File: config.mk
export PLATFORM = sky130hd
export DESIGN_NAME = frontEnd
export DESIGN_NICKNAME = d
export VERILOG_FILES = /design/src/hdl/frontEndPkg.sv /design/src/hdl/frontEnd.sv /design/src/hdl/instBuffer.sv /design/src/hdl/instFetch.sv
export SDC_FILE = /design/constraint.sdc
export NUM_CORES = 1
export LEC_CHECK = 0
export BUFFER_PORTS_ARGS = -buffer_cell sky130_fd_sc_hd__buf_4
export CAP_MARGIN = 15
export CORE_MARGIN = 4
export CORE_UTILIZATION = 32
export CTS_BUF_LIST = sky130_fd_sc_hd__clkbuf_4 sky130_fd_sc_hd__clkbuf_8 sky130_fd_sc_hd__clkbuf_16
export CTS_CLUSTER_DIAMETER = 200
export DETAILED_ROUTE_END_ITERATION = 16
export GPL_TIMING_DRIVEN = 0
export PLACE_DENSITY = 0.6
export SYNTH_ARGS = -nofsm -noshare
export SYNTH_HDL_FRONTEND = slang
export SYNTH_SLANG_ARGS = --single-unit
File: constraint.sdc
create_clock -name gclk -period 3.46 [get_ports gclk]
set_input_delay 0.692 -clock gclk [delete_from_list [all_inputs] [get_ports gclk]]
set_output_delay 0.692 -clock gclk [all_outputs]
set_load 0.01 [all_outputs]
File: src/hdl/frontEndPkg.sv
`default_nettype none

package frontEndPkg;

  // fetch address width
  localparam int addrWidth = 32;

  // interrupt handler entry
  localparam logic [addrWidth-1:0] intVector = 32'h0000_0010;

  // major opcodes used for imm merge and branch classes
  localparam logic [5:0] opImm = 6'o54;
  localparam logic [5:0] opRtd = 6'o55;
  localparam logic [5:0] opBru = 6'o46;
  localparam logic [5:0] opBrui = 6'o56;
  localparam logic [5:0] opBcc = 6'o47;
  localparam logic [5:0] opBcci = 6'o57;

  // bralid r14, intVector
  // ra field 5'h1c sets the delay, absolute and link flags
  localparam logic [31:0] intOpWord = {opBrui, 5'd14, 5'h1c, intVector[15:0]};

  // register-register layout
  typedef struct packed {
    logic [5:0] opc;
    logic [4:0] rd;
    logic [4:0] ra;
    logic [4:0] rb;
    logic [10:0] alt;
  } typeA_t;

  // register-immediate layout
  typedef struct packed {
    logic [5:0] opc;
    logic [4:0] rd;
    logic [4:0] ra;
    logic [15:0] imm;
  } typeB_t;

  // same word, both decodings
  typedef union packed {
    typeA_t typeA;
    typeB_t typeB;
  } instWord_u;

  // word held in decode
  typedef struct packed {
    logic valid;
    logic [addrWidth-1:0] pc;
    instWord_u word;
  } fetchWord_t;

  // execute-stage register contents
  typedef struct packed {
    logic valid;
    logic [addrWidth-1:0] pc;
    logic [5:0] opc;
    logic [4:0] rd;
    logic [4:0] ra;
    logic [4:0] rb;
    logic [10:0] alt;
    logic [31:0] immVal;
    logic isBranch;
    logic isIntr;
  } execStage_t;

endpackage

`default_nettype wire
File: src/hdl/frontEnd.sv
`timescale 1ns/100ps
`default_nettype none

module frontEnd (
  input  logic gclk,
  input  logic reset,
  input  logic arready,
  input  logic rvalid,
  input  logic [31:0] rdata,
  input  logic irq,
  input  logic intEnable,
  input  logic branchTaken,
  input  logic [frontEndPkg::addrWidth-1:0] branchTarget,
  input  logic execReady,
  output logic [frontEndPkg::addrWidth-1:0] araddr,
  output logic arvalid,
  output logic rready,
  output frontEndPkg::execStage_t execStage
);

  // decode-stage word from fetch
  frontEndPkg::fetchWord_t dWord;
  logic consume;
  // not used by fetch, held word simply stays
  logic inject;

  // pc and axi read master
  instFetch fetch_i (
    .gclk(gclk),
    .reset(reset),
    .consume(consume),
    .branchTaken(branchTaken),
    .branchTarget(branchTarget),
    .arready(arready),
    .rvalid(rvalid),
    .rdata(rdata),
    .araddr(araddr),
    .arvalid(arvalid),
    .rready(rready),
    .dWord(dWord)
  );

  // decode, interrupt injection, x register
  instBuffer buffer_i (
    .gclk(gclk),
    .reset(reset),
    .dWord(dWord),
    .irq(irq),
    .intEnable(intEnable),
    .branchTaken(branchTaken),
    .execReady(execReady),
    .consume(consume),
    .inject(inject),
    .execStage(execStage)
  );

endmodule

`default_nettype wire

File: src/hdl/instBuffer.sv
`timescale 1ns/100ps
`default_nettype none

module instBuffer (
  input  logic gclk,
  input  logic reset,
  input  frontEndPkg::fetchWord_t dWord,
  input  logic irq,
  input  logic intEnable,
  input  logic branchTaken,
  input  logic execReady,
  output logic consume,
  output logic inject,
  output frontEndPkg::execStage_t execStage
);

  // rtd, bru/brui and bcc/bcci families
  function automatic logic isBranchOp(input logic [5:0] opc);
    return (opc == frontEndPkg::opRtd) ||
           (opc == frontEndPkg::opBru) ||
           (opc == frontEndPkg::opBrui) ||
           (opc == frontEndPkg::opBcc) ||
           (opc == frontEndPkg::opBcci);
  endfunction

  frontEndPkg::instWord_u selWord;
  // irq double flop
  logic [1:0] irqSync;
  logic intLatch;
  // injected word not yet retired from x
  logic intPending;
  // first word after a taken branch
  logic redirected;
  logic dBranch;
  logic dImm;
  logic xBranch;
  logic xImm;
  logic safeSlot;
  logic advance;
  logic intLeave;
  logic [31:0] immVal;

  // classify the fetched word, not the selected one
  assign dBranch = isBranchOp(dWord.word.typeA.opc);
  assign dImm = dWord.word.typeB.opc == frontEndPkg::opImm;
  // x fields persist after valid drops, so delay slot stays guarded
  assign xBranch = execStage.isBranch;
  assign xImm = execStage.opc == frontEndPkg::opImm;

  assign advance = dWord.valid && execReady && !branchTaken;

  // never split an imm pair or sit behind a branch
  // a redirect makes the next slot safe again
  assign safeSlot = redirected || (!dBranch && !xBranch && !dImm && !xImm);

  assign inject = advance && intLatch && !intPending && safeSlot;
  // held word stays in place while the interrupt goes out
  assign consume = advance && !inject;

  assign selWord = inject ? frontEndPkg::intOpWord : dWord.word;

  // imm prefix supplies the upper half
  assign immVal = xImm ?
                  {execStage.immVal[15:0], selWord.typeB.imm} :
                  {{16{selWord.typeB.imm[15]}}, selWord.typeB.imm};

  // injected word handed on or flushed
  assign intLeave = execStage.valid && execStage.isIntr && (execReady || branchTaken);

  always_ff @(posedge gclk) begin
    if (reset) begin
      irqSync <= '0;
      intLatch <= 1'b0;
      intPending <= 1'b0;
      redirected <= 1'b0;
      execStage <= '0;
    end else begin
      irqSync <= {irqSync[0], irq};

      // level latch, dropped when interrupts are masked
      if (intLeave || !intEnable) begin
        intLatch <= 1'b0;
      end else if (irqSync[1]) begin
        intLatch <= 1'b1;
      end

      if (intLeave) begin
        intPending <= 1'b0;
      end else if (inject) begin
        intPending <= 1'b1;
      end

      if (branchTaken) begin
        redirected <= 1'b1;
      end else if (advance) begin
        redirected <= 1'b0;
      end

      // x register, held while execute stalls
      if (branchTaken) begin
        execStage.valid <= 1'b0;
      end else if (advance) begin
        // return pc is the held word's own pc
        execStage <= '{
          valid: 1'b1,
          pc: dWord.pc,
          opc: selWord.typeA.opc,
          rd: selWord.typeA.rd,
          ra: selWord.typeA.ra,
          rb: selWord.typeA.rb,
          alt: selWord.typeA.alt,
          immVal: immVal,
          isBranch: isBranchOp(selWord.typeA.opc),
          isIntr: inject
        };
      end else if (execReady) begin
        execStage.valid <= 1'b0;
      end
    end
  end

endmodule

`default_nettype wire

File: src/hdl/instFetch.sv
`timescale 1ns/100ps
`default_nettype none

module instFetch (
  input  logic gclk,
  input  logic reset,
  input  logic consume,
  input  logic branchTaken,
  input  logic [frontEndPkg::addrWidth-1:0] branchTarget,
  input  logic arready,
  input  logic rvalid,
  input  logic [31:0] rdata,
  output logic [frontEndPkg::addrWidth-1:0] araddr,
  output logic arvalid,
  output logic rready,
  output frontEndPkg::fetchWord_t dWord
);

  // next address to request
  logic [frontEndPkg::addrWidth-1:0] pc;
  // one read in flight between ar and r handshakes
  logic busy;
  // in-flight read was cancelled by a branch
  logic drop;
  logic heldValid;
  logic [frontEndPkg::addrWidth-1:0] heldPc;
  frontEndPkg::instWord_u heldWord;
  logic wordFree;
  logic startRead;
  logic [frontEndPkg::addrWidth-1:0] startAddr;
  logic arDone;
  logic rDone;

  // slot empties this cycle, or already empty
  assign wordFree = !heldValid || consume || branchTaken;
  // only one read outstanding at a time
  assign startRead = wordFree && !arvalid && !busy;
  // a redirect in the same cycle goes straight out
  assign startAddr = branchTaken ? branchTarget : pc;

  assign arDone = arvalid && arready;
  assign rDone = busy && rvalid;
  // always ready for the response we asked for
  assign rready = busy;

  assign dWord = '{valid: heldValid, pc: heldPc, word: heldWord};

  always_ff @(posedge gclk) begin
    if (reset) begin
      pc <= '0;
      arvalid <= 1'b0;
      busy <= 1'b0;
      drop <= 1'b0;
      heldValid <= 1'b0;
    end else begin
      // pc runs one word ahead of the issued address
      if (startRead) begin
        pc <= startAddr + 32'd4;
      end else if (branchTaken) begin
        pc <= branchTarget;
      end

      // address phase
      if (startRead) begin
        arvalid <= 1'b1;
      end else if (arDone) begin
        arvalid <= 1'b0;
      end

      // data phase
      if (arDone) begin
        busy <= 1'b1;
      end else if (rDone) begin
        busy <= 1'b0;
      end

      // stale read still pending, drain it later
      if (branchTaken && (arvalid || (busy && !rvalid))) begin
        drop <= 1'b1;
      end else if (rDone) begin
        drop <= 1'b0;
      end

      // hold the word until decode takes it
      if (rDone && !drop && !branchTaken) begin
        heldValid <= 1'b1;
      end else if (consume || branchTaken) begin
        heldValid <= 1'b0;
      end
    end
  end

  // address and payload, no reset needed
  always_ff @(posedge gclk) begin
    if (startRead) begin
      araddr <= startAddr;
    end
    // araddr still names the outstanding read
    if (rDone) begin
      heldPc <= araddr;
      heldWord <= rdata;
    end
  end

endmodule

`default_nettype wire

### Yosys cells after proc, flatten, opt, wreduce, memory -nomap -nowiden

Cells that the tools add are included.

| word-level totals | value |
|---|---|
| bits in registers | 236 |
| word-level logic and storage cells | 108 |
| output and inout bits | 133 |
| bits of input ports | 72 |

| operators by class | value |
|---|---|
| multiplexer cells | 15 |
| reduce and logical (&&, ||, !) cells | 57 |
| equality and inequality tests | 12 |
| bitwise logic cells | 1 |
| $add $sub $neg | 1 |

Operator list:

| operator | number |
|---|---|
| $mux W32 | 4 |
| $eq A6 B6 Y1 const B | 12 |
| $add A32 B3 Y32 const B | 1 |
| $logic_and A1 B1 Y1 | 19 |
| $logic_or A1 B1 Y1 | 15 |
| $logic_not A1 Y1 | 13 |
| $reduce_bool A2 Y1 | 6 |
| $mux W1 | 11 |
| $reduce_or A2 Y1 | 3 |
| $reduce_and A2 Y1 | 1 |
| $not A1 Y1 | 1 |

### Depth between registers and ports, before layout

| logic depth | value |
|---|---|
| depth in word-level cells | 18 |
| gate-level depth with buffers | 10 |
| depth with buffers taken out | 6 |

### Cells and area by module

Synthesis repeated with hierarchy kept, for this count alone.

| unflattened totals | value |
|---|---|
| cell total of the unflattened synthesis | 780 |
| area total of the unflattened synthesis | 8846.0 sq um |

Modules (own cells, without submodules):

| module | times used | cells an instance | seq. area each (sq um) | area each (sq um) |
|---|---|---|---|---|
| instFetch | 1 | 372 | 3603.5 | 5265.0 |
| instBuffer | 1 | 408 | 1761.7 | 3580.9 |

### Least setup slack after synthesis

Ideal clock, no wire load.

| timing path | value |
|---|---|
| path kind | input -> register |
| start point | input port branchTaken |
| end point | register fetch_i.pc[30] in the netlist's numbering |
| setup slack | 0.550 ns |
| library setup time | 0.072 ns |
| data arrival time | 2.839 ns |
| stages | 10 |
| path buffers | 4 |
| cell sequence | buf_2 -> buf_6 -> buf_2 -> buf_2 -> mux2_2 -> ha_1 -> o211ai_4 -> or4_1 -> nor3_1 -> mux2i_1 |

RTL lines:

| what | line | text |
|---|---|---|
| from (decl) | frontEnd.sv:12 | `input logic branchTaken,` |
| $mux W32 | instFetch.sv:39 | `assign startAddr = branchTaken ? branchTarget : pc;` |
| net fetch_i.startAddr, one bit | instFetch.sv:30 | `logic [frontEndPkg::addrWidth-1:0] startAddr;` |
| $add A32 B3 Y32 | instFetch.sv:58 | `pc <= startAddr + 32'd4;` |
| $mux W32 | instFetch.sv:57 | `if (startRead) begin` |
| to (signal assigned) | instFetch.sv:58 |  |
| to (signal assigned) | instFetch.sv:60 | `pc <= branchTarget;` |
| to (decl) | instFetch.sv:20 | `logic [frontEndPkg::addrWidth-1:0] pc;` |

The timed path passes the listed nets, and every way through them passes these cells.
A chain may end at the register's enable or synchronous reset.

### Worst setup path after layout

Same ends and word-level chain as after synthesis.

==> summary.md <==
| Metric | Value |
|---|---|
| Number of distinct standard cells referenced by the synthesized netlist | `69` |
| Cell at the slowest stage of the critical path | `or4_1` |
| Crit path max fanout | `10` |
| Post-Synthesis Cell Area | `about 8500 um2` |
| Largest net degree at the start of global routing | `65` |
| Reported max-cap violation count | `0` |
| Leak Pwr | `4.60 nW` |
| RSZ-0062 raised after global routing | `false` |
| Class of the most critical hold timing path | `input port to flip-flop` |
| Buffers & Inverters on Critical Path | `5` |
| Starting DRT DRC Count | `287` |
| Die Ht | `171 um` |
| Number of instances in the synthesized netlist | `744` |
| DRC errors left | `0` |
| Ratio of cells with drive above 1 in the final layout | `33.5%` |
| Startpoint of the worst-slack reg-to-reg timing path | `fetch_i.heldWord[30]` |
| Fraction of registers with async set/reset | `0%` |
| Global-route wire length before repair | `36.6 mm` |
| DP Cell Count | `1284` |
| Number of nets with antenna violations after routing | `0` |
| Gates resized, CTS repair | `0` |
| DR pass1 iterations | `5` |
| Die area | `29300 um2` |
| Final period util | `about 92%` |
| # rows | `59` |
| CTS tree | `built` |
| Total stage count of the critical path | `11` |
| Shortest period the worst path allows | `3.17 ns` |
| Critical Path End Type | `flip-flop` |
| Cell repeated most along the worst path | `buf_2` |
| Total negative setup slack | `0 ns` |
| Status | `completed` |
| Register-to-register path setup slack | `about 0.96 ns` |
| Count of pins on the block boundary | `between 200 and 250` |
| Max-slew violations | `0` |
| R2R Path End | `fetch_i.araddr[28]` |
| Longest Clk Path Bufs | `3` |
| Tot GR Track Use | `16.1%` |
| Post-placement setup slack | `-0.251 ns` |
| CP required | `3.89 ns` |
| Pwr dens | `523 nW/um2` |
| Last element of the critical path | `fetch_i.pc[30]` |
| Nets | `1049` |
| CTS Sinks | `220` |
| Worst vdd ir | `roughly 0.31 mV` |
| Post-CTS Setup Inserts | `0` |
| Wire length per cell after detailed routing | `roughly 18 um` |
| Register area share after synthesis | `63.0%` |
| Layout overhead on the synthesized area | `32.7%` |
| Top FF cell, synth | `dfxtp_1` |
| Number of synthesis warnings | `0` |
| Setup Crit Path Kind | `input port to flip-flop` |
| H-Tree Depth | `1` |
| Half-perimeter wire length after detailed placement | `17.6 mm` |
| Via count of the first global-routing pass | `6236` |
| Clock latency at the later pin of the worst-skew pair | `approximately 0.51 ns` |
| Cell at the root of the clock tree | `clkbuf_16` |
| Ant. Diodes | `0` |
| Total congestion overflow after global routing | `0` |
| Final hold vios | `0` |
| Layout Cells excl Fill | `~1300` |
| Last weighted congestion value of the routability-driven placer | `0.819` |
| Reg clk slew, reported paths | `0.06 ns` |
| Vias/cell | `approximately 4.9` |
| Post-Syn Nets | `817` |
| Total via count in the routed design | `6467` |
| Final Power | `5.91 mW` |
| Cell type group with the largest total delay on the critical path | `buffers and inverters` |
| Final setup vio count | `0` |
| Arrival time of data at the critical path endpoint | `3.60 ns` |
| Avg Synthesized Cell Area | `approximately 11 um2` |
| Cts bufs inserted | `25` |
| Starting density of the core | `32.6%` |
| Register bit count reported by yosys | `220` |
| CP Launch Type | `input port` |
| Count of input and output buffers | `204` |
| Post-cts hold buffer count | `0` |
| Transition time at the pin with the least slew margin | `0.848 ns` |
| Critical path's largest stage delay | `about 0.52 ns` |
| Highest attainable clock frequency | `0.316 GHz` |
| Post-layout utilization of the core | `43.2%` |
| Initial antenna violation count | `2` |
| Setup WS post-layout | `just under 0.3 ns` |
| Critical path cell sequence | `buf_4 -> buf_2 -> buf_6 -> buf_2 -> buf_2 -> mux2_2 -> ha_1 -> o211ai_4 -> or4_1 -> nor3_1 -> mux2i_1` |
| Final Routed Wirelength | `around 24 mm` |
| Post-synth EDFFs | `96` |
| Critical path startpoint | `branchTaken` |
| Worst slew slack as a fraction of its limit | `43.5%` |
| Width of the chip | `171 um` |
| Number of cell instances on the worst register-to-register path | `6` |
| Final clock skew | `slightly below 0.007 ns` |
| Core outline area | `between 20000 and 30000 um2` |
## through the flow
| stage | hold slack (ns) | area (um2) |
|---|---|---|
| 6_report | 0.360 | 11300 |
| 4_1_cts | 0.337 | 11300 |
| 3_3_place_gp | 0.424 | 10500 |
| 2_1_floorplan | 0.414 | 8520 |
| 5_1_grt | 0.335 | 11300 |
| 3_5_place_dp | 0.426 | 10500 |
## worst min path at each step
| stage | start | depth (start not counted) | to |
|---|---|---|---|
| 2_1_floorplan | buffer_i.irqSync[0] | 1 | buffer_i.irqSync[1] |
| 3_3_place_gp | buffer_i.irqSync[0] | 1 | buffer_i.irqSync[1] |
| 3_5_place_dp | buffer_i.irqSync[0] | 1 | buffer_i.irqSync[1] |
| 4_1_cts | rdata[23] | 1 | fetch_i.heldWord[23] |
| 5_1_grt | rdata[3] | 1 | fetch_i.heldWord[3] |
| 6_report | rdata[25] | 1 | fetch_i.heldWord[25] |
## cell families after synthesis
kind of cell | after synthesis | synth area share, %
simple gates | 237 | 13.9
mux | 38 | 4.92
buf+inv | 70 | 4.22
fa+ha+maj | 1 | 0.147
flops | 220 | 63.0
compound gates | 178 | 13.8
## report_power, final
part | internal, mW | total, mW | leakage, nW | switching, mW
sequential | 2.84 | 2.89 | 1.92 | 0.0520
combinational | 0.203 | 0.460 | 2.27 | 0.257
clock | 1.56 | 2.56 | 0.410 | 1.00
total | 4.60 | 5.91 | 4.60 | 1.31
## metal layers
metal	vias to the layer above	global-route usage, %	part of all wire (%)
met4	4	4.17	2.8
met3	46	4.51	7.3
met2	187	27.2	47
met1	3070	20.4	42
li1	3160	-	-
met5	-	0	0.14
## cell type report
cell class	instances	area [um2]
fillers	2508	14800
flip-flops and latches	220	5370
multi-input cells	454	2790
repair buffers	205	1560
clock buffers	40	751
well taps	335	419
plain buffers	60	323
clock inverters	5	48.8
inverters	10	40.0
## state kept, by name (all words and copies together), names as in the netlist
register	flops
buffer_i.execStage	82
buffer_i.xBranch	1
fetch_i.rready	1
buffer_i.intPending	1
buffer_i.intLatch	1
fetch_i.heldPc	32
fetch_i.heldWord	32
fetch_i.arvalid	1
fetch_i.pc	32
fetch_i.drop	1
fetch_i.araddr	32
buffer_i.redirected	1
fetch_i.heldValid	1
buffer_i.irqSync	2
## worst register-to-register path: stages, from the launching register on
cell,delay [ns]
edfxtp_1,0.39
nand3b_1,0.21
o21bai_1,0.31
o211ai_1,0.24
inv_1,0.22
clkbuf_2,0.57
buf_16,0.25
## synthesized netlist by cell type, types with 4 or more instances
library cell	number	area share [%]
dfxtp_1	124	29
nand2_1	115	5.1
edfxtp_1	96	34
a21oi_1	79	4.6
o21ai_0	34	2.0
clkbuf_1	28	1.2
nor2_1	28	1.2
mux2_2	26	3.4
buf_4	19	1.7
a22o_1	18	1.9
nor3_1	12	0.71
inv_1	10	0.44
mux2i_1	10	1.2
nand3_1	10	0.59
and3_1	9	0.66
nand2b_1	9	0.66
buf_2	8	0.47
nand4_1	7	0.51
a31oi_1	6	0.44
nor2b_1	6	0.44
a41o_1	5	0.59
and3b_1	5	0.51
or4_1	5	0.44
o21a_1	4	0.35
o31ai_1	4	0.35
or2_2	4	0.29
## layout by cell type, fill, tap and decap left out, drive strengths merged, types with 13 or more instances in the layout
cell type / instances
edfxtp: 96
buf: 237
nor2: 28
nand2: 115
a21oi: 79
dfxtp: 124
a22o: 18
mux2: 28
clkbuf: 68
nor3: 13
o21ai: 35
(Power assumes the default switching activity.)
